===== config.mk =====
export PLATFORM = sky130hd
export DESIGN_NAME = wb_stage
export DESIGN_NICKNAME = d
export VERILOG_FILES = /design/src/source/x86_flags_pkg.sv /design/src/source/wb_uop_pkg.sv /design/src/source/wb_if.sv /design/src/source/wb_decode.sv /design/src/source/wb_execute.sv /design/src/source/wb_result.sv /design/src/source/wb_stage.sv
export SDC_FILE = /design/constraint.sdc
export NUM_CORES = 1
export LEC_CHECK = 0
export BUFFER_PORTS_ARGS = -buffer_cell sky130_fd_sc_hd__buf_2
export CAP_MARGIN = 40
export CORE_ASPECT_RATIO = 1.25
export CORE_MARGIN = 2
export CORE_UTILIZATION = 57
export DETAILED_ROUTE_END_ITERATION = 10
export PLACE_DENSITY = 0.94
export SLEW_MARGIN = 20
export SYNTH_ARGS = -nofsm -noshare
export SYNTH_HDL_FRONTEND = slang
export SYNTH_SLANG_ARGS = --single-unit

===== constraint.sdc =====
create_clock -name clk -period 30.4 [get_ports clk]
set_input_delay 6.08 -clock clk [delete_from_list [all_inputs] [get_ports clk]]
set_output_delay 6.08 -clock clk [all_outputs]
set_load 0.05 [all_outputs]

===== src/source/x86_flags_pkg.sv =====
/*
 * x86 flags register layout for the writeback stage.
 * Bit positions, pop masks, reset value and the result word union.
 * Referenced by scoped name from execute, result and the interfaces.
 */
`default_nettype none

package x86_flags_pkg;

	// architectural flag positions in the 32-bit flags image
	localparam int cf_bit = 0;
	localparam int pf_bit = 2;
	localparam int af_bit = 4;
	localparam int zf_bit = 6;
	localparam int sf_bit = 7;
	localparam int df_bit = 10;
	localparam int of_bit = 11;

	// one affected bit per flag, order CF PF AF ZF SF DF OF
	localparam int affected_width = 7;

	// popf takes these bits from the stack image
	localparam logic [31:0] pop_writable_mask = 32'h0025_7FD5;
	// and keeps these from the current flags
	localparam logic [31:0] pop_preserved_mask = 32'h00A1_0000;

	// bit 1 always reads as one
	localparam logic [31:0] flags_reset_value = 32'h0000_0002;

	// flags image with one member per architectural bit
	typedef struct packed {
		logic [19:0] rsvd_hi;
		logic of;
		logic df;
		logic intf;
		logic tf;
		logic sf;
		logic zf;
		logic rsvd5;
		logic af;
		logic rsvd3;
		logic pf;
		logic rsvd1;
		logic cf;
	} flags_image_t;

	// one result word, seen as raw data or as a flags image
	typedef union packed {
		logic [31:0] data;
		flags_image_t flags;
	} wb_word_u;

endpackage

`default_nettype wire


===== src/source/wb_uop_pkg.sv =====
/*
 * Micro-op control word layout for the writeback stage.
 * Holds field positions, jump condition codes and the handshake states.
 * Decode splits the word with these positions.
 */
`default_nettype none

package wb_uop_pkg;

	localparam int uop_ctrl_width = 22;

	// ------------------------------------------------------------
	// single-bit control fields
	// ------------------------------------------------------------
	localparam int ld_gpr1       = 0;
	localparam int ld_gpr2       = 1;
	localparam int ld_gpr3       = 2;
	localparam int ld_seg        = 3;
	localparam int ld_mm         = 4;
	localparam int dcache_write  = 5;
	localparam int ld_flags      = 6;
	localparam int ld_eip        = 7;
	localparam int ld_cs         = 8;
	// string compare is split in two micro-ops
	localparam int cmps_first    = 9;
	localparam int cmps_second   = 10;
	localparam int repne         = 11;
	// far transfers park eip/cs for a later micro-op
	localparam int save_neip     = 12;
	localparam int save_ncs      = 13;
	localparam int use_temp_neip = 14;
	localparam int use_temp_ncs  = 15;
	localparam int push_flags    = 16;
	localparam int pop_flags     = 17;
	localparam int cmovc         = 18;
	localparam int halt          = 19;

	// ------------------------------------------------------------
	// jump condition field, top two bits
	// ------------------------------------------------------------
	localparam int jcc_lsb = 20;
	localparam logic [1:0] jcc_none = 2'd0;
	localparam logic [1:0] jcc_jne  = 2'd1;
	localparam logic [1:0] jcc_jnbe = 2'd2;

	// four-phase req/ack handshake
	typedef enum logic [1:0] {
		hs_idle = 2'd0,
		hs_exec = 2'd1,
		hs_hold = 2'd2
	} hs_state_t;

endpackage

`default_nettype wire


===== src/source/wb_if.sv =====
/*
 * Internal buses of the writeback stage.
 * wb_uop_if carries the captured, decoded micro-op from decode.
 * wb_exec_if carries the combinational execute results to result.
 */
`timescale 1ns/10ps
`default_nettype none

interface wb_uop_if;
	logic go;
	logic valid;
	// decoded control bits
	logic ld_gpr1, ld_gpr2, ld_gpr3, ld_seg, ld_mm, dcache_write;
	logic ld_flags, ld_eip, ld_cs, cmps_first, cmps_second, repne;
	logic save_neip, save_ncs, use_temp_neip, use_temp_ncs;
	logic push_flags, pop_flags, cmovc, halt;
	logic [wb_uop_pkg::uop_ctrl_width-wb_uop_pkg::jcc_lsb-1:0] jcc;
	logic [x86_flags_pkg::affected_width-1:0] affected;
	// data words
	logic [31:0] result_a, result_c, alu_flags, neip, neip_not_taken;
	logic [15:0] ncs;

	modport source (output go, valid, ld_gpr1, ld_gpr2, ld_gpr3, ld_seg, ld_mm,
		dcache_write, ld_flags, ld_eip, ld_cs, cmps_first, cmps_second, repne,
		save_neip, save_ncs, use_temp_neip, use_temp_ncs, push_flags, pop_flags,
		cmovc, halt, jcc, affected, result_a, result_c, alu_flags, neip,
		neip_not_taken, ncs);
	modport sink (input go, valid, ld_gpr1, ld_gpr2, ld_gpr3, ld_seg, ld_mm,
		dcache_write, ld_flags, ld_eip, ld_cs, cmps_first, cmps_second, repne,
		save_neip, save_ncs, use_temp_neip, use_temp_ncs, push_flags, pop_flags,
		cmovc, halt, jcc, affected, result_a, result_c, alu_flags, neip,
		neip_not_taken, ncs);
endinterface

interface wb_exec_if;
	logic [31:0] data1, final_eip, count, flags;
	logic [15:0] final_cs;
	logic branch_not_taken, cmovc_ld_gpr2, repne_terminate, halt;

	modport source (output data1, final_eip, final_cs, count, flags,
		branch_not_taken, cmovc_ld_gpr2, repne_terminate, halt);
	modport sink (input data1, final_eip, final_cs, count, flags,
		branch_not_taken, cmovc_ld_gpr2, repne_terminate, halt);
endinterface

`default_nettype wire


===== src/source/wb_decode.sv =====
/*
 * Handshake and capture front of the writeback stage.
 * Takes one micro-op per four-phase req/ack exchange, holds it stable
 * and splits its control word onto the wb_uop_if bus.
 * go marks the single exec cycle in which the micro-op retires.
 */
`timescale 1ns/10ps
`default_nettype none

module wb_decode
(
	input  logic clk,
	input  logic reset,
	input  logic req,
	output logic ack,
	input  logic uop_valid,
	input  logic [wb_uop_pkg::uop_ctrl_width-1:0] uop_ctrl,
	input  logic [x86_flags_pkg::affected_width-1:0] flags_affected,
	input  logic [31:0] result_a,
	input  logic [31:0] result_c,
	input  logic [31:0] alu_flags,
	input  logic [31:0] neip,
	input  logic [31:0] neip_not_taken,
	input  logic [15:0] ncs,
	wb_uop_if.source uop
);

	wb_uop_pkg::hs_state_t state_q;

	// captured micro-op
	logic valid_q;
	logic [wb_uop_pkg::uop_ctrl_width-1:0] ctrl_q;
	logic [x86_flags_pkg::affected_width-1:0] affected_q;
	logic [31:0] result_a_q, result_c_q, alu_flags_q, neip_q, neip_nt_q;
	logic [15:0] ncs_q;

	// ------------------------------------------------------------
	// handshake FSM
	// ------------------------------------------------------------
	always_ff @(posedge clk)
	begin
		if (reset)
		begin
			state_q <= wb_uop_pkg::hs_idle;
			ack <= 1'b0;
		end
		else
		begin
			case (state_q)
				wb_uop_pkg::hs_idle:
				begin
					// ack already low here, so req is a fresh request
					if (req)
						state_q <= wb_uop_pkg::hs_exec;
				end
				wb_uop_pkg::hs_exec:
				begin
					state_q <= wb_uop_pkg::hs_hold;
					ack <= 1'b1;
				end
				wb_uop_pkg::hs_hold:
				begin
					// wait for upstream to drop req
					if (!req)
					begin
						state_q <= wb_uop_pkg::hs_idle;
						ack <= 1'b0;
					end
				end
				default:
				begin
					state_q <= wb_uop_pkg::hs_idle;
					ack <= 1'b0;
				end
			endcase
		end
	end

	// capture on request in idle
	always_ff @(posedge clk)
	begin
		if (state_q == wb_uop_pkg::hs_idle && req)
		begin
			valid_q <= uop_valid;
			ctrl_q <= uop_ctrl;
			affected_q <= flags_affected;
			result_a_q <= result_a;
			result_c_q <= result_c;
			alu_flags_q <= alu_flags;
			neip_q <= neip;
			neip_nt_q <= neip_not_taken;
			ncs_q <= ncs;
		end
	end

	// ------------------------------------------------------------
	// field split
	// ------------------------------------------------------------
	assign uop.go = (state_q == wb_uop_pkg::hs_exec);
	assign uop.valid = valid_q;
	assign uop.ld_gpr1 = ctrl_q[wb_uop_pkg::ld_gpr1];
	assign uop.ld_gpr2 = ctrl_q[wb_uop_pkg::ld_gpr2];
	assign uop.ld_gpr3 = ctrl_q[wb_uop_pkg::ld_gpr3];
	assign uop.ld_seg = ctrl_q[wb_uop_pkg::ld_seg];
	assign uop.ld_mm = ctrl_q[wb_uop_pkg::ld_mm];
	assign uop.dcache_write = ctrl_q[wb_uop_pkg::dcache_write];
	assign uop.ld_flags = ctrl_q[wb_uop_pkg::ld_flags];
	assign uop.ld_eip = ctrl_q[wb_uop_pkg::ld_eip];
	assign uop.ld_cs = ctrl_q[wb_uop_pkg::ld_cs];
	assign uop.cmps_first = ctrl_q[wb_uop_pkg::cmps_first];
	assign uop.cmps_second = ctrl_q[wb_uop_pkg::cmps_second];
	assign uop.repne = ctrl_q[wb_uop_pkg::repne];
	assign uop.save_neip = ctrl_q[wb_uop_pkg::save_neip];
	assign uop.save_ncs = ctrl_q[wb_uop_pkg::save_ncs];
	assign uop.use_temp_neip = ctrl_q[wb_uop_pkg::use_temp_neip];
	assign uop.use_temp_ncs = ctrl_q[wb_uop_pkg::use_temp_ncs];
	assign uop.push_flags = ctrl_q[wb_uop_pkg::push_flags];
	assign uop.pop_flags = ctrl_q[wb_uop_pkg::pop_flags];
	assign uop.cmovc = ctrl_q[wb_uop_pkg::cmovc];
	assign uop.halt = ctrl_q[wb_uop_pkg::halt];
	assign uop.jcc = ctrl_q[wb_uop_pkg::uop_ctrl_width-1:wb_uop_pkg::jcc_lsb];
	// payload straight from the capture register
	assign uop.affected = affected_q;
	assign uop.result_a = result_a_q;
	assign uop.result_c = result_c_q;
	assign uop.alu_flags = alu_flags_q;
	assign uop.neip = neip_q;
	assign uop.neip_not_taken = neip_nt_q;
	assign uop.ncs = ncs_q;

endmodule

`default_nettype wire


===== src/source/wb_execute.sv =====
/*
 * Execute core of the writeback stage.
 * Owns the flags register, the saved CMPS pointer and the temporary
 * NEIP/NCS registers; everything else is combinational off the bus.
 * State updates on go, i.e. at the end of the exec cycle.
 */
`timescale 1ns/10ps
`default_nettype none

module wb_execute
(
	input  logic clk,
	input  logic reset,
	wb_uop_if.sink uop,
	wb_exec_if.source exe
);

	// affected mask order mapped onto flag positions
	localparam int flag_pos [x86_flags_pkg::affected_width] = '{
		x86_flags_pkg::cf_bit,
		x86_flags_pkg::pf_bit,
		x86_flags_pkg::af_bit,
		x86_flags_pkg::zf_bit,
		x86_flags_pkg::sf_bit,
		x86_flags_pkg::df_bit,
		x86_flags_pkg::of_bit
	};

	logic [31:0] flags_q;
	logic [31:0] cmps_ptr_q;
	logic [31:0] temp_neip_q;
	logic [15:0] temp_ncs_q;
	logic flags_load;
	x86_flags_pkg::wb_word_u next_w;

	// ------------------------------------------------------------
	// flags merge
	// ------------------------------------------------------------
	assign flags_load = uop.valid & (uop.ld_flags | uop.pop_flags);

	always_comb
	begin
		next_w.data = flags_q;
		if (flags_load)
		begin
			if (uop.pop_flags)
			begin
				// popf: writable bits from the stack, the rest kept
				next_w.data = (uop.result_a & x86_flags_pkg::pop_writable_mask)
					| (flags_q & x86_flags_pkg::pop_preserved_mask);
			end
			else
			begin
				// per-flag select from the alu image
				for (int i = 0; i < x86_flags_pkg::affected_width; i++)
				begin
					if (uop.affected[i])
						next_w.data[flag_pos[i]] = uop.alu_flags[flag_pos[i]];
				end
			end
		end
	end

	// ------------------------------------------------------------
	// architectural and temporary registers
	// ------------------------------------------------------------
	always_ff @(posedge clk)
	begin
		if (reset)
		begin
			flags_q <= x86_flags_pkg::flags_reset_value;
			cmps_ptr_q <= '0;
			temp_neip_q <= '0;
			temp_ncs_q <= '0;
		end
		else if (uop.go)
		begin
			// unchanged image when the micro-op does not write flags
			flags_q <= next_w.data;
			// first cmps micro-op parks its pointer for the second
			if (uop.cmps_first)
				cmps_ptr_q <= uop.result_a;
			if (uop.save_neip)
				temp_neip_q <= uop.neip;
			if (uop.save_ncs)
				temp_ncs_q <= uop.ncs;
		end
	end

	// ------------------------------------------------------------
	// operand and eip/cs select
	// ------------------------------------------------------------
	always_comb
	begin
		if (uop.cmps_second)
			exe.data1 = cmps_ptr_q;
		else if (uop.push_flags)
			// pushf stores the flags before this micro-op
			exe.data1 = flags_q;
		else
			exe.data1 = uop.result_a;
	end

	// not-taken path wins over the temp register
	assign exe.final_eip = exe.branch_not_taken ? uop.neip_not_taken
		: (uop.use_temp_neip ? temp_neip_q : uop.neip);
	assign exe.final_cs = uop.use_temp_ncs ? temp_ncs_q : uop.ncs;
	assign exe.count = uop.result_c;
	assign exe.flags = next_w.data;

	// ------------------------------------------------------------
	// conditions, on the flags as updated by this micro-op
	// ------------------------------------------------------------
	always_comb
	begin
		case (uop.jcc)
			wb_uop_pkg::jcc_none: exe.branch_not_taken = 1'b0;
			wb_uop_pkg::jcc_jne:  exe.branch_not_taken = next_w.flags.zf;
			wb_uop_pkg::jcc_jnbe: exe.branch_not_taken = next_w.flags.cf | next_w.flags.zf;
			default:              exe.branch_not_taken = 1'b0;
		endcase
	end

	// cmovc writes only on carry
	assign exe.cmovc_ld_gpr2 = uop.cmovc ? next_w.flags.cf : uop.ld_gpr2;
	// repne cmps stops on match or count exhausted
	assign exe.repne_terminate = uop.valid & uop.cmps_second & uop.repne
		& (next_w.flags.zf | (uop.result_c == 32'd0));
	assign exe.halt = uop.valid & uop.halt;

endmodule

`default_nettype wire


===== src/source/wb_result.sv =====
/*
 * Commit register of the writeback stage.
 * Gates every load enable with the valid bit and latches the
 * execute results on go; commit pulses for that one cycle.
 * Outputs then hold until the next micro-op commits.
 */
`timescale 1ns/10ps
`default_nettype none

module wb_result
(
	input  logic clk,
	input  logic reset,
	wb_uop_if.sink uop,
	wb_exec_if.sink exe,
	output logic commit,
	output logic [31:0] data1,
	output logic [31:0] final_eip,
	output logic [15:0] final_cs,
	output logic [31:0] count,
	output logic [31:0] flags,
	output logic ld_gpr1,
	output logic ld_gpr2,
	output logic ld_gpr3,
	output logic ld_seg,
	output logic ld_mm,
	output logic dcache_write,
	output logic ld_flags,
	output logic ld_eip,
	output logic ld_cs,
	output logic halt,
	output logic repne_terminate
);

	logic repne_step;
	logic eip_enable;

	// the repne cmps pair decides eip reload on termination only
	assign repne_step = uop.cmps_second | uop.repne;
	assign eip_enable = repne_step ? exe.repne_terminate : (uop.valid & uop.ld_eip);

	// ------------------------------------------------------------
	// control outputs
	// ------------------------------------------------------------
	always_ff @(posedge clk)
	begin
		if (reset)
		begin
			commit <= 1'b0;
			ld_gpr1 <= 1'b0;
			ld_gpr2 <= 1'b0;
			ld_gpr3 <= 1'b0;
			ld_seg <= 1'b0;
			ld_mm <= 1'b0;
			dcache_write <= 1'b0;
			ld_flags <= 1'b0;
			ld_eip <= 1'b0;
			ld_cs <= 1'b0;
			halt <= 1'b0;
			repne_terminate <= 1'b0;
			flags <= x86_flags_pkg::flags_reset_value;
		end
		else
		begin
			commit <= uop.go;
			if (uop.go)
			begin
				ld_gpr1 <= uop.valid & uop.ld_gpr1;
				// cmovc already folded in by execute
				ld_gpr2 <= uop.valid & exe.cmovc_ld_gpr2;
				ld_gpr3 <= uop.valid & uop.ld_gpr3;
				ld_seg <= uop.valid & uop.ld_seg;
				ld_mm <= uop.valid & uop.ld_mm;
				dcache_write <= uop.valid & uop.dcache_write;
				// popf also writes flags
				ld_flags <= uop.valid & (uop.ld_flags | uop.pop_flags);
				ld_eip <= eip_enable;
				ld_cs <= uop.valid & uop.ld_cs;
				halt <= exe.halt;
				repne_terminate <= exe.repne_terminate;
				flags <= exe.flags;
			end
		end
	end

	// payload
	always_ff @(posedge clk)
	begin
		if (uop.go)
		begin
			data1 <= exe.data1;
			final_eip <= exe.final_eip;
			final_cs <= exe.final_cs;
			count <= exe.count;
		end
	end

endmodule

`default_nettype wire


===== src/source/wb_stage.sv =====
/*
 * Top level of the writeback stage.
 * Upstream hands over one micro-op per four-phase req/ack exchange;
 * commit outputs are valid from the commit pulse until the next one.
 * Decode, execute and result talk over the two internal buses.
 */
`timescale 1ns/10ps
`default_nettype none

module wb_stage
(
	input  logic clk,
	input  logic reset,
	// upstream handshake and micro-op
	input  logic req,
	output logic ack,
	input  logic uop_valid,
	input  logic [wb_uop_pkg::uop_ctrl_width-1:0] uop_ctrl,
	input  logic [x86_flags_pkg::affected_width-1:0] flags_affected,
	input  logic [31:0] result_a,
	input  logic [31:0] result_c,
	input  logic [31:0] alu_flags,
	input  logic [31:0] neip,
	input  logic [31:0] neip_not_taken,
	input  logic [15:0] ncs,
	// commit outputs
	output logic commit,
	output logic [31:0] data1,
	output logic [31:0] final_eip,
	output logic [15:0] final_cs,
	output logic [31:0] count,
	output logic [31:0] flags,
	output logic ld_gpr1,
	output logic ld_gpr2,
	output logic ld_gpr3,
	output logic ld_seg,
	output logic ld_mm,
	output logic dcache_write,
	output logic ld_flags,
	output logic ld_eip,
	output logic ld_cs,
	output logic halt,
	output logic repne_terminate
);

	wb_uop_if uop_bus ();
	wb_exec_if exe_bus ();

	// ------------------------------------------------------------
	// handshake, capture, field split
	// ------------------------------------------------------------
	wb_decode i_decode (
		.clk(clk),
		.reset(reset),
		.req(req),
		.ack(ack),
		.uop_valid(uop_valid),
		.uop_ctrl(uop_ctrl),
		.flags_affected(flags_affected),
		.result_a(result_a),
		.result_c(result_c),
		.alu_flags(alu_flags),
		.neip(neip),
		.neip_not_taken(neip_not_taken),
		.ncs(ncs),
		.uop(uop_bus.source)
	);

	// flags, selects, conditions
	wb_execute i_execute (
		.clk(clk),
		.reset(reset),
		.uop(uop_bus.sink),
		.exe(exe_bus.source)
	);

	// gated, registered commit
	wb_result i_result (
		.clk(clk),
		.reset(reset),
		.uop(uop_bus.sink),
		.exe(exe_bus.sink),
		.commit(commit),
		.data1(data1),
		.final_eip(final_eip),
		.final_cs(final_cs),
		.count(count),
		.flags(flags),
		.ld_gpr1(ld_gpr1),
		.ld_gpr2(ld_gpr2),
		.ld_gpr3(ld_gpr3),
		.ld_seg(ld_seg),
		.ld_mm(ld_mm),
		.dcache_write(dcache_write),
		.ld_flags(ld_flags),
		.ld_eip(ld_eip),
		.ld_cs(ld_cs),
		.halt(halt),
		.repne_terminate(repne_terminate)
	);

endmodule

`default_nettype wire


* Word level (Yosys, flattened, before mapping)
Index checks and enable logic that the tools add are counted.
** Storage, ports and cells
- Flip-flop bits (word level) :: 417
- Bits of input ports :: 209
- Output and inout bits :: 157
- Word-level logic and storage cells :: 110
** Cells by class
- Eq/ne operators :: 6
- Muxes and demuxes :: 29
- Bitwise logic cells :: 19
- Reductions and logical operators :: 19
** Operators with widths (count)
- two-way mux 32 bit :: 4
- logical NOT 32 bit :: 1
- OR 22 x 24 -> 24 bit :: 1
- AND reduction 3 bit :: 6
- two-way mux 1 bit :: 16
- two-way mux 16 bit :: 1
- bitwise AND 1 bit :: 13
- AND reduction 2 bit :: 5
- nonzero test 2 bit :: 5
- two-way mux 2 bit :: 4
- two-way mux 7 bit :: 1
- case mux 2 bit (3 select lines) :: 1
- equality test 2 x 1 -> 1 bit, second input constant :: 2
- equality test 2 bit, second input constant :: 2
- != test 2 bit, second input constant :: 2
- OR 1 bit :: 4
- case mux 1 bit (3 select lines) :: 1
- logical NOT 2 bit :: 1
- case mux 1 bit (2 select lines) :: 1
- logical AND 1 bit :: 1
- inverter 1 bit :: 1

* Longest topological paths before layout
Gate-level depths: netlist (run 1).
- Depth after elaboration :: 6
- Depth in mapped cells :: 8
- Gate-level depth less buffers :: 6

* Cells and area by module
Synthesis (run 1) repeated with hierarchy kept, for this count alone.
** Second synthesis, totals
- Cell total of the unflattened synthesis :: 1280
- Area, all modules :: 17599.4 sq um
** By module, submodules not included
- wb_decode :: times used 1, cells each 218, area each 6307.3 sq um, sequential area each 6246.0 sq um
- wb_execute :: times used 1, cells each 796, area each 6286.0 sq um, sequential area each 2222.1 sq um
- wb_result :: times used 1, cells each 266, area each 5006.1 sq um, sequential area each 4244.1 sq um

* Least setup slack after synthesis (run 1)
No wires, ideal clock.
- Path kind :: input-to-reg
- From :: input port req
- To :: register i_decode.ctrl_q[0] (netlist name) (enable)
- Library setup time :: 0.724 ns
- Arrival :: 13.671 ns
- Required time :: 29.676 ns
- Slack :: 16.005 ns
- Cell stages on the path :: 2
- Path buffers :: 0
- Cells stage by stage :: nand2b_1 -> nor2_1
** On the way
- Word-level cells in the longest chain between the ends :: 1
** Ends and longest elaborated chain
- start: declaration :: RTL line wb_stage.sv:15 : input logic req,
- logical AND 1 bit :: RTL line wb_decode.sv:82 : if (state_q == wb_uop_pkg::hs_idle && req)
- end signal: assignment :: RTL line wb_decode.sv:85 : ctrl_q <= uop_ctrl;
- end: declaration :: RTL line wb_decode.sv:32 : logic [wb_uop_pkg::uop_ctrl_width-1:0] ctrl_q;
Every way passes these cells.
A chain may end at the register's enable or synchronous reset.

* Worst setup path in the final report (run 1)
- From :: input port req
- To :: register i_decode.result_c_q[14], in the netlist i_decode.uop.result_c[14] (enable)
** On the way
- Word-level cells in the longest chain between the ends :: 1
** Ends and longest elaborated chain
- logical AND 1 bit :: RTL line wb_decode.sv:82
- end signal: assignment :: RTL line wb_decode.sv:88 : result_c_q <= result_c;
- end: declaration :: RTL line wb_decode.sv:34 : logic [31:0] result_a_q, result_c_q, alu_flags_q, neip_q, neip_nt_q;
Every way passes these cells.

==> run summary, run 1 <==
Detailed routing inserted a total of 9456 vias. The worst path uses 24.8% of the clock period. The tools report the startpoint kind of the worst setup timing path as a primary input. A synthesized cell averages 14.3 um2.

TritonCTS built the clock tree. After synthesis, the netlist uses 40 different library cells. For the final-layout setup total negative slack, the log shows 0 ps.

Post-route core utilization: 70.8%. At the end of routability-driven placement, the weighted congestion stood at 0.797. Of the cells placed in the final design, the portion with a size suffix greater than 1 is 35.6%.

The logs give 24.6% for the combined global-route utilization of all metal layers and 0 for the number of instances resized during post-cts repair. The via count of the first global-routing pass is 9639, and the largest vdd supply drop is 0.0644 mV. The standard cell area after detailed placement is 0.0165 mm2, and the minimum setup slack after placement is 22330 ps. The logs give 7740 ps for the signal arrival time at the worst endpoint and 366 for the number of top-level design ports. The kind of end point of the critical path was a flop.

For the HPWL after detailed placement, the log shows 21700 um. The critical path in this run is classified as primary input to flop. The run finished with clean final reports.

The routed length per instance is 19.8 um, and the pin count of the biggest net entering global routing is 75. In this run the clock root is driven by a sky130_fd_sc_hd__clkbuf_16. After clock tree synthesis, the clock-pin slew on the worst setup and hold paths is 60 ps.

The x dimension of the die is 147 um. Layout overhead on the synthesized area: 22.1%. For the worst setup path, the data required time is 30590 ps.

After routing the design area is 0.0179 mm2. The worst clock skew on the final layout came out at 13.8 ps. Gate count of the mapped netlist: 1025. The logs give 1556 for the layout net count and 39 for the number of buffers added by the clock tree synthesis step. For the number of buffers inserted by hold repair at cts, the log shows 0.

The number of setup buffers added after CTS is 0. The first detailed-routing pass ran for 5 iterations. For this design the static power due to leakage is 6.85 nW. The H-tree level count was 2. Of all flip-flops after synthesis, the portion carrying an async set or reset was 0%.

Max-slew violation total from the final report: 0. After detailed routing, the total wire length is 34100 um. The worst pin sits at a relative slew slack of 44.0%. In this run, synthesis produced a sequential element count of 404.

Setup repair after global routing left no endpoint under its margin. The number of antenna violations at the first check in global routing was 10; the count of synthesis-stage warnings from yosys was 0. The first global-routing pass estimated 51500 um of wire. The source-to-sink clock delay at the later pin of the worst-skew pair is 520 ps.

After synthesis, flip-flops and latches occupy 75.2% of the total area. Of all nets on the critical path, the largest fanout is 46. The tools report the count of final hold-check violations as 0. Number of I/O port buffers: 324.

For the row count, the log shows 65. The final critical-path required period was 7550 ps; the maximum clock insertion buffer count was 3. The clock drives 404 sinks. The number of maximum-capacitance violations is 0, and the post-route DRC violation count is 0. The core outline area is 0.0253 mm2, and the aggregate global routing overflow is 0. The run gives 0.0270 mm2 as the total die area. The cell area that synthesis handed to floorplanning was 0.0147 mm2. The least setup slack across all paths after layout was 22850 ps.

The run gives 0 as the post-detailed-route count of antenna-violating nets. Among all flip-flop cells after synthesis, the most frequent one is sky130_fd_sc_hd__edfxtp_1. In this run the power density over the cells is 69.6 mW/mm2. The detailed router finished its first iteration with 559 violations. Static timing analysis puts the maximum clock frequency at 0.132 GHz. Dividing the detail-routed via count by the number of cells gives 5.50. The slew at the pin closest to its max-slew limit is 840 ps, and the number of flops mapped to enable cells by yosys is 293. For the total power consumption of the routed design, the log shows 0.00125 W.

The class of the worst hold path was flop to flop. The die is 183 um tall. Once the floorplan was initialized, standard cells occupied 58.0% of the core. The final setup violation count was 0.
-- layer usage --
metal	vias to the layer above	part of all wire, %	global-route usage [%]
met5	-	0.12	0
met4	6	3.8	10.7
met3	94	7.3	5.32
met2	482	53	44.9
met1	4566	36	27.9
li1	4308	-	-
-- worst max-delay path: stages --
cell                       delay [ps]
sky130_fd_sc_hd__buf_2             90
sky130_fd_sc_hd__nand2b_1         120
sky130_fd_sc_hd__nor2_4           500
sky130_fd_sc_hd__buf_4            580
sky130_fd_sc_hd__buf_16           300
-- cell usage after synthesis, types with 2 or more instances --
| library cell | count | area share [%] |
|---|---|---|
| sky130_fd_sc_hd__edfxtp_1 | 293 | 60 |
| sky130_fd_sc_hd__nand2_1 | 216 | 5.5 |
| sky130_fd_sc_hd__dfxtp_1 | 111 | 15 |
| sky130_fd_sc_hd__a21oi_1 | 104 | 3.5 |
| sky130_fd_sc_hd__mux2_2 | 71 | 5.5 |
| sky130_fd_sc_hd__clkbuf_1 | 36 | 0.92 |
| sky130_fd_sc_hd__o21ai_0 | 34 | 1.2 |
| sky130_fd_sc_hd__mux2i_1 | 22 | 1.5 |
| sky130_fd_sc_hd__nand2b_1 | 18 | 0.77 |
| sky130_fd_sc_hd__buf_4 | 16 | 0.82 |
| sky130_fd_sc_hd__nor2_1 | 11 | 0.28 |
| sky130_fd_sc_hd__mux2_4 | 10 | 1.0 |
| sky130_fd_sc_hd__nand3_1 | 10 | 0.34 |
| sky130_fd_sc_hd__buf_1 | 8 | 0.20 |
| sky130_fd_sc_hd__buf_2 | 8 | 0.27 |
| sky130_fd_sc_hd__nor4_1 | 8 | 0.34 |
| sky130_fd_sc_hd__a311oi_1 | 5 | 0.30 |
| sky130_fd_sc_hd__or2_2 | 5 | 0.21 |
| sky130_fd_sc_hd__and2_1 | 4 | 0.17 |
| sky130_fd_sc_hd__buf_6 | 4 | 0.31 |
| sky130_fd_sc_hd__inv_1 | 4 | 0.10 |
| sky130_fd_sc_hd__a21o_1 | 3 | 0.15 |
| sky130_fd_sc_hd__nand4_1 | 3 | 0.13 |
| sky130_fd_sc_hd__a2bb2oi_1 | 2 | 0.12 |
| sky130_fd_sc_hd__ha_1 | 2 | 0.17 |
| sky130_fd_sc_hd__nand3b_1 | 2 | 0.10 |
| sky130_fd_sc_hd__nor2b_1 | 2 | 0.085 |
-- kinds of logic after synthesis --
| group | count (synthesis) | share of synthesized area (%) |
|---|---|---|
| AND/OR/NAND/NOR | 283 | 8.20 |
| other | 1 | 0.0256 |
| multiplexers | 103 | 7.98 |
| adder cells (fa/ha/maj) | 2 | 0.171 |
| flip-flops | 404 | 75.2 |
| buffers and inverters | 77 | 2.66 |
| AO/OA/AOI/OAI | 155 | 5.80 |
-- flip-flops by register name, summed over array words and instances (netlist names), 16 cells and up --
signal and cells:
i_decode.uop.neip 32, i_decode.uop.neip_not_taken 32, i_decode.uop.result_a 32, i_decode.uop.result_c 32, i_execute.cmps_ptr_q 32, i_execute.temp_neip_q 32, i_result.count 32, i_result.data1 32
i_result.final_eip 32, i_decode.ctrl_q 22, i_decode.uop.ncs 16, i_execute.flags_q 16, i_execute.temp_ncs_q 16, i_result.final_cs 16
-- cells in the final DEF, fill, tap and decap left out, types with 11 or more instances in the layout --
| cell | n |
|---|---|
| sky130_fd_sc_hd__a21oi_1 | 104 |
| sky130_fd_sc_hd__buf_2 | 323 |
| sky130_fd_sc_hd__buf_4 | 11 |
| sky130_fd_sc_hd__clkbuf_16 | 40 |
| sky130_fd_sc_hd__conb_1 | 16 |
| sky130_fd_sc_hd__dfxtp_1 | 111 |
| sky130_fd_sc_hd__edfxtp_1 | 293 |
| sky130_fd_sc_hd__mux2_2 | 71 |
| sky130_fd_sc_hd__mux2i_1 | 22 |
| sky130_fd_sc_hd__nand2_1 | 214 |
| sky130_fd_sc_hd__nand2b_1 | 18 |
| sky130_fd_sc_hd__o21ai_0 | 34 |
-- area by class of cell --
cell class | count | area, um2
Clock inverter | 17 | 199
Inverter | 4 | 20.0
Timing Repair Buffer | 337 | 1770
Multi-Input combinational cell | 559 | 3320
Sequential cell | 404 | 11000
Antenna cell | 7 | 17.5
Clock buffer | 55 | 1140
Fill cell | 1570 | 7390
Tap cell | 335 | 419
-- through the flow --
step	hold slack, ps	instances
6_report	450	1718
2_1_floorplan	427	1040
3_5_place_dp	436	1639
5_1_grt	464	1716
3_3_place_gp	428	1636
4_1_cts	450	1711
-- power by group --
| group | total, W | internal (W) | switching [W] | leakage (nW) |
|---|---|---|---|---|
| sequential | 0.000641 | 0.000627 | 0.0000147 | 3.68 |
| combinational | 0.000110 | 0.0000339 | 0.0000761 | 2.52 |
| clock | 0.000494 | 0.000296 | 0.000198 | 0.650 |
| total | 0.00125 | 0.000957 | 0.000289 | 6.85 |
-- worst paths after layout --
| path | slack (ps) | endpoint | cells after the start | startpoint |
|---|---|---|---|---|
| max | 22850 | i_decode.uop.result_c[14] | 5 | req |
| min | 450 | i_result.count[30] | 0 | i_decode.uop.result_c[30] |
| max reg2reg | 27090 | i_execute.temp_neip_q[3] | 7 | i_decode.state_q[1] |
| min reg2reg | 450 | i_result.count[30] | 0 | i_decode.uop.result_c[30] |
No activity file was read; power rests on OpenSTA's default activity.
==> run 2, diff against run 1 <==
--- a/config.mk
+++ b/config.mk
@@ -9,9 +9,9 @@
 export CAP_MARGIN = 40
 export CORE_ASPECT_RATIO = 1.25
 export CORE_MARGIN = 2
-export CORE_UTILIZATION = 57
+export CORE_UTILIZATION = 53
 export DETAILED_ROUTE_END_ITERATION = 10
-export PLACE_DENSITY = 0.94
+export PLACE_DENSITY = 0.89
 export SLEW_MARGIN = 20
 export SYNTH_ARGS = -nofsm -noshare
 export SYNTH_HDL_FRONTEND = slang
==> constraint.sdc (replaced) <==
create_clock -name clk -period 7.35 [get_ports clk]
set_input_delay 1.47 -clock clk [delete_from_list [all_inputs] [get_ports clk]]
set_output_delay 1.47 -clock clk [all_outputs]
set_load 0.05 [all_outputs]
==> run 2 against run 1 <==
Sequential power rose to 4.1 times the previous value. Wire length shrank 4.0%. Clock-buffer cell count decreased by 3. Via count shrank 1.9%. Combinational power grew to 4.2 times the previous value. First-iteration DRC count rose by 9.3%. Sequential share of layout area decreased by 0.14 points. Register-to-register slack got worse by 23000 ps. Critical path type is now flop to flop. Highest routed layer unchanged.
==> run summary, run 2 (synthesis gave the netlist of run 1 again) <==
The run finished with clean final reports. The tools report the number of buffers inserted by hold repair at cts as 0. After filler insertion, the fill cell instance count of the layout stands at 1864. Wires add up to 32700 um. The logs give 0 for the post-CTS setup repair buffer count and 0 for the post-detailed-route count of antenna-violating nets. The worst setup path is captured at a flop.

The tightest hold path in the finished design has a slack of 450 ps. Among all stages on the critical path, the largest delay is contributed by sky130_fd_sc_hd__and2_1. In this run the worst hold path is classified as flop to flop.

The signal arrival time at the worst endpoint is 3610 ps. After legalization and detailed placement, the total HPWL measured 21600 um. For the pin with the worst max-slew slack, the measured transition is 772 ps.

For the number of antenna violations at the first check in global routing, the log shows 14. STA classifies the critical path startpoint as a flop. After detailed routing, the average wire length per cell comes to 18.8 um. The first detailed-routing pass took 5 iterations.

The number of I/O port buffers is 324. For the via count of the first global-routing pass, the log shows 9485. The logs give 404 for the count of clock tree sinks and 7770 ps for the data required time at the worst endpoint. Using the TritonRoute via totals, the vias-per-cell ratio works out to 5.34. The leading cell type in the layout, fill and taps excluded was sky130_fd_sc_hd__buf_2. The total vias in the final route is 9274. The logs give 0 for the aggregate global routing overflow and 2 for the H-tree level count. The violation count after the first detailed-routing iteration was 611; the layout net count was 1558. In this run the tightest slew margin relative to its limit is 48.5%.

The max-slew violation total from the final report came out at 0. Entering global routing, the biggest net connects 67 pins. Setup repair after global routing left no endpoint under its margin. Traced cell by cell, the critical path runs through nand2b_1 -> buf_8 -> inv_6 -> buf_4 -> buf_16 -> and2_1 -> a21oi_1 -> a311oi_1. Dividing the final minimum period by the clock period gives 43.4%. On the worst path, the slowest cell contributes a delay of 480 ps. TritonCTS built the clock tree. Timing would allow up to 0.314 GHz. For the post-route core utilization, the log shows 65.5%.

Clock tree synthesis selected as its root buffer the cell sky130_fd_sc_hd__clkbuf_16. After floorplanning, the core was sized to cover 0.0274 mm2. Across the VDD grid, the largest voltage drop is 0.218 mV.

Maximum clock insertion buffer count: 3. The kind of critical path is flop to flop. Number of instances resized during post-cts repair: 0. The layout overhead on the synthesized area was 22.4%; the total power density per cell area was 285 mW/mm2. Measured along the x axis, the die boundary spans 153 um. From bottom edge to top edge, the die measures 190 um. Clock-pin slew was measured on the worst setup and hold paths at 60 ps. The wire length of the first global-routing pass was 50300 um. Leaving out fill and tap cells, the most frequent cells in the layout are sky130_fd_sc_hd__buf_2, sky130_fd_sc_hd__edfxtp_1, sky130_fd_sc_hd__nand2_1. The congestion estimate from routability-driven global placement came to 0.790. The worst clock skew on the final layout is 19.8 ps. For this configuration, the core starts out at a cell density of 53.5%. The final critical-path required period was 3190 ps; the largest fanout of any net on the critical path was 59. The number of top-level design ports was 366; the fraction of layout cells with a size suffix above 1 was 35.7%. For the count of final hold-check violations, the log shows 0.

The row count was 68; the total die area was 0.0290 mm2. Summed over all cells, the static leakage comes to 6.87 nW. Adding up every negative setup slack in the final design gives 0 ps. Clock tree synthesis inserted a total of 39 buffers.

The later pin in the worst-skew pair is clocked with a latency of 530 ps. Setup violations remaining at the end of the flow were counted as 0. After detailed routing, the number of remaining DRC violations is 0.

The number of maximum-capacitance violations is 0, and the combined global-route utilization of all metal layers is 22.1%.
-- run 2: changes by cell type in the layout (fill, tap and decap cells not counted) --
cell / before / now
sky130_fd_sc_hd__clkinv_8: 1 / 0
sky130_fd_sc_hd__diode_2: 7 / 11
sky130_fd_sc_hd__clkbuf_16: 40 / 41
sky130_fd_sc_hd__clkinvlp_4: 2 / 0
sky130_fd_sc_hd__clkbuf_8: 8 / 4
sky130_fd_sc_hd__buf_16: 2 / 3
sky130_fd_sc_hd__clkinv_2: 4 / 9
sky130_fd_sc_hd__buf_12: 0 / 1
-- run 2: metal layers --
layer	up-vias	track usage, %	share of wire [%]
met5	-	0	0.055
met2	389	39.7	53
li1	4315	-	-
met1	4487	25.2	37
met4	4	9.69	3.8
met3	79	5.17	6.5
-- run 2: stage by stage --
stage	setup slack, ps	instances	cell area (um2)	total power, W
after global placement	3490	1651	16500	0.00312
after global routing	3920	1736	17900	0.00528
after CTS	3870	1725	17900	0.00516
after floorplan	628	1040	14700	0.00301
final	4160	1738	17900	0.00512
after detailed placement	4000	1654	16600	0.00315
-- run 2: area by class of cell --
cell class,instances,area [um2],area share (%)
sequential,404,11000,61.4
timing repair buffer,339,1820,10.1
clock inverter,19,193,1.07
clock buffer,52,1110,6.17
tap,350,438,2.44
multi-input combinational,559,3320,18.5
inverter,4,20.0,0.112
antenna,11,27.5,0.153
-- run 2: path summary, 6_finish.rpt --
check	from	end	slack (ps)	cells past startpoint
worst min-delay path	i_result.dcache_write	i_result.dcache_write	450	2
worst max-delay path	i_decode.state_q[1]	i_execute.flags_q[7]	4160	8
worst max register to register	i_decode.state_q[1]	i_execute.flags_q[7]	4160	8
worst min register to register	i_result.dcache_write	i_result.dcache_write	450	2
-- run 2: worst max-delay path: cells and delay by family (launching register included) --
family	cells	cell delay, ps
AO/OA/AOI/OAI	2	440
AND/OR/NAND/NOR	2	820
flip-flops	1	360
buffers and inverters	4	1410
-- run 2: power by group --
| group | internal, W | leakage, nW | total, W | switching [W] |
|---|---|---|---|---|
| clock network | 0.00120 | 0.646 | 0.00202 | 0.000815 |
| registers | 0.00259 | 3.68 | 0.00265 | 0.0000563 |
| logic | 0.000144 | 2.54 | 0.000457 | 0.000313 |
==> run 3, diff against run 2 <==
--- a/config.mk
+++ b/config.mk
@@ -9,9 +9,9 @@
 export CAP_MARGIN = 40
 export CORE_ASPECT_RATIO = 1.25
 export CORE_MARGIN = 2
-export CORE_UTILIZATION = 53
+export CORE_UTILIZATION = 48
 export DETAILED_ROUTE_END_ITERATION = 10
-export PLACE_DENSITY = 0.89
+export PLACE_DENSITY = 0.85
 export SLEW_MARGIN = 20
 export SYNTH_ARGS = -nofsm -noshare
 export SYNTH_HDL_FRONTEND = slang
==> constraint.sdc (replaced) <==
create_clock -name clk -period 2.8 [get_ports clk]
set_input_delay 0.56 -clock clk [delete_from_list [all_inputs] [get_ports clk]]
set_output_delay 0.56 -clock clk [all_outputs]
set_load 0.05 [all_outputs]
==> run 3 against run 2 <==
Combinational power rose to 2.6 times the previous value. Sequential share of layout area is 0.47 points lower. Power grew to 2.6 times the previous value. Clock power rose to 2.7 times the previous value. Wire length decreased by 1.3%. Non-clock buffer count grew 8.
==> run summary, run 3 (synthesis gave the netlist of run 1 again) <==
The flow ran to the end, and the final reports show no timing, DRC or antenna violations. The filler cells instantiated in the layout total 2243. The total power density per cell area came out at 749 mW/mm2. The tools report the startpoint kind of the worst setup timing path as a flop. The tools report the combined global-route utilization of all metal layers as 20.0%. Setup repair after global routing left no endpoint under its margin.

Setup violations remaining at the end of the flow were counted as 0. The post-route fraction of the period consumed by the critical path was 81.4%; the max-slew violation total from the final report was 0. OpenSTA, run right after detailed placement, puts the worst setup slack at 528 ps. The number of antenna violations at the first check in global routing was 8. Once the clock tree was built, the setup fixing pass inserted 0 buffers. The longest clock path from root to sink contains 3 buffers. Counting the buffers created by CTS gives 40.

The H-tree level count was 2. The core outline area was 0.0301 mm2. For the violation count after the first detailed-routing iteration, the log shows 576.

Kind of end point of the critical path: a flop. The final wirelength was 32200 um; the least setup slack across all paths after layout was 521 ps. The x dimension of the die came out at 160 um. HPWL after detailed placement: 21700 um. The first global-routing pass estimated 49300 um of wire. The number of I/O port buffers came out at 324.

Measured against its own limit, the worst slew margin works out to 52.8%. STA puts the critical path data arrival time at 2550 ps. Clock slew at the register clock pins of the worst setup and hold paths: 70 ps. Number of maximum-capacitance violations: 0. The slew at the pin closest to its max-slew limit was 709 ps; the data required time at the worst endpoint was 3080 ps. The count of nets left with antenna violations once routing finished came out at 0. The clock period could shrink to 2280 ps. Once the floorplan was initialized, standard cells occupied 48.7% of the core. The post-route netlist has 36.1% of its cells at a drive strength greater than 1. The run gives 0.790 as the routability congestion estimate.

For the source-to-sink clock delay at the later pin of the worst-skew pair, the log shows 540 ps. The layout net count was 1567. The tree is rooted in a sky130_fd_sc_hd__clkbuf_16. The critical path in this run is classified as flop to flop. The via count of the first global-routing pass is 9277. Based on the critical path, the design can be clocked at up to 0.439 GHz.

For this design the static power due to leakage is 6.91 nW. The largest fanout of any net on the critical path works out to 32. The count of final hold-check violations was 0; the pin count of the biggest net entering global routing was 92. The number of top-level design ports came out at 366. Routed length per instance: 18.0 um. The leading cell type in the layout, fill and taps excluded is sky130_fd_sc_hd__buf_2.

Row generation in the floorplan step produced 71 rows. From synthesis to final layout, the design area changed by 23.3%. The tools report the total vias in the final route as 9218. Number of buffers inserted by hold repair at cts: 0.

The die covers 0.0320 mm2. In the routed design, unresolved DRC markers number 0. TritonCTS built the clock tree. Class of the worst hold path: primary input to flop. Number of iterations in the first detailed-routing pass: 5. The number of vias per cell came out at 5.14. The total overflow left after global routing is 0. The standard cell area after detailed placement is 0.0167 mm2. Die outline height: 199 um. The top cell types in the final layout, fill and taps aside, are sky130_fd_sc_hd__buf_2, sky130_fd_sc_hd__edfxtp_1, sky130_fd_sc_hd__nand2_1. The worst-case IR drop observed on VDD is 0.609 mV. The run gives 0.0181 mm2 as the finished layout cell area.

The run gives 0 as the number of instances resized during post-cts repair. The clock arrives with 22.0 ps of skew. The count of clock tree sinks is 404.
run 3: report_power, final:
group / internal, W / switching, W / leakage (nW)
registers: 0.00680 / 0.000146 / 3.68
logic: 0.000381 / 0.000819 / 2.57
clock network: 0.00322 / 0.00218 / 0.654
total: 0.0104 / 0.00315 / 6.91
run 3: layout make-up:
class / instances / area, um2 / share of cell area [%]
Antenna cell: 7 / 17.5 / 0.0969
Inverter: 4 / 20.0 / 0.111
Sequential cell: 404 / 11000 / 60.9
Multi-Input combinational cell: 559 / 3320 / 18.4
Clock inverter: 19 / 243 / 1.34
Timing Repair Buffer: 347 / 1870 / 10.3
Tap cell: 401 / 502 / 2.77
Clock buffer: 53 / 1090 / 6.03
run 3: worst paths after layout:
check,start,endpoint,slack (ps),cells past startpoint
setup / recovery,i_decode.uop.valid,i_result.final_eip[30],520,5
hold / removal,neip_not_taken[31],i_decode.uop.neip_not_taken[31],190,1
setup reg to reg,i_decode.uop.valid,i_result.final_eip[30],520,5
hold reg to reg,i_decode.uop.result_c[30],i_result.count[30],450,0
run 3: stage by stage:
stage	utilization, %	TNS (ps)	total power [W]	std cells	hold slack (ps)
6_report	60.0	0	0.0135	1794	190
5_1_grt	60.0	0	0.0140	1794	170
4_1_cts	60.0	0	0.0137	1787	171
3_5_place_dp	55.6	0	0.00828	1715	436
3_3_place_gp	55.5	0	0.00823	1714	429
2_1_floorplan	-	-165710	0.00789	1040	427
run 3: routing by layer:
metal,part of all wire (%),GRT usage (%),up-vias
li1,-,-,4329
met1,38,23.1,4426
met2,53,36.0,389
met3,6.1,4.34,72
met4,3.4,8.51,2
met5,0.022,0,-
run 3: critical path: stages, from the launching register on:
cell,delay [ps]
sky130_fd_sc_hd__edfxtp_1,610
sky130_fd_sc_hd__o21a_1,200
sky130_fd_sc_hd__o221ai_1,240
sky130_fd_sc_hd__a32oi_4,290
sky130_fd_sc_hd__buf_12,260
sky130_fd_sc_hd__mux2_2,380
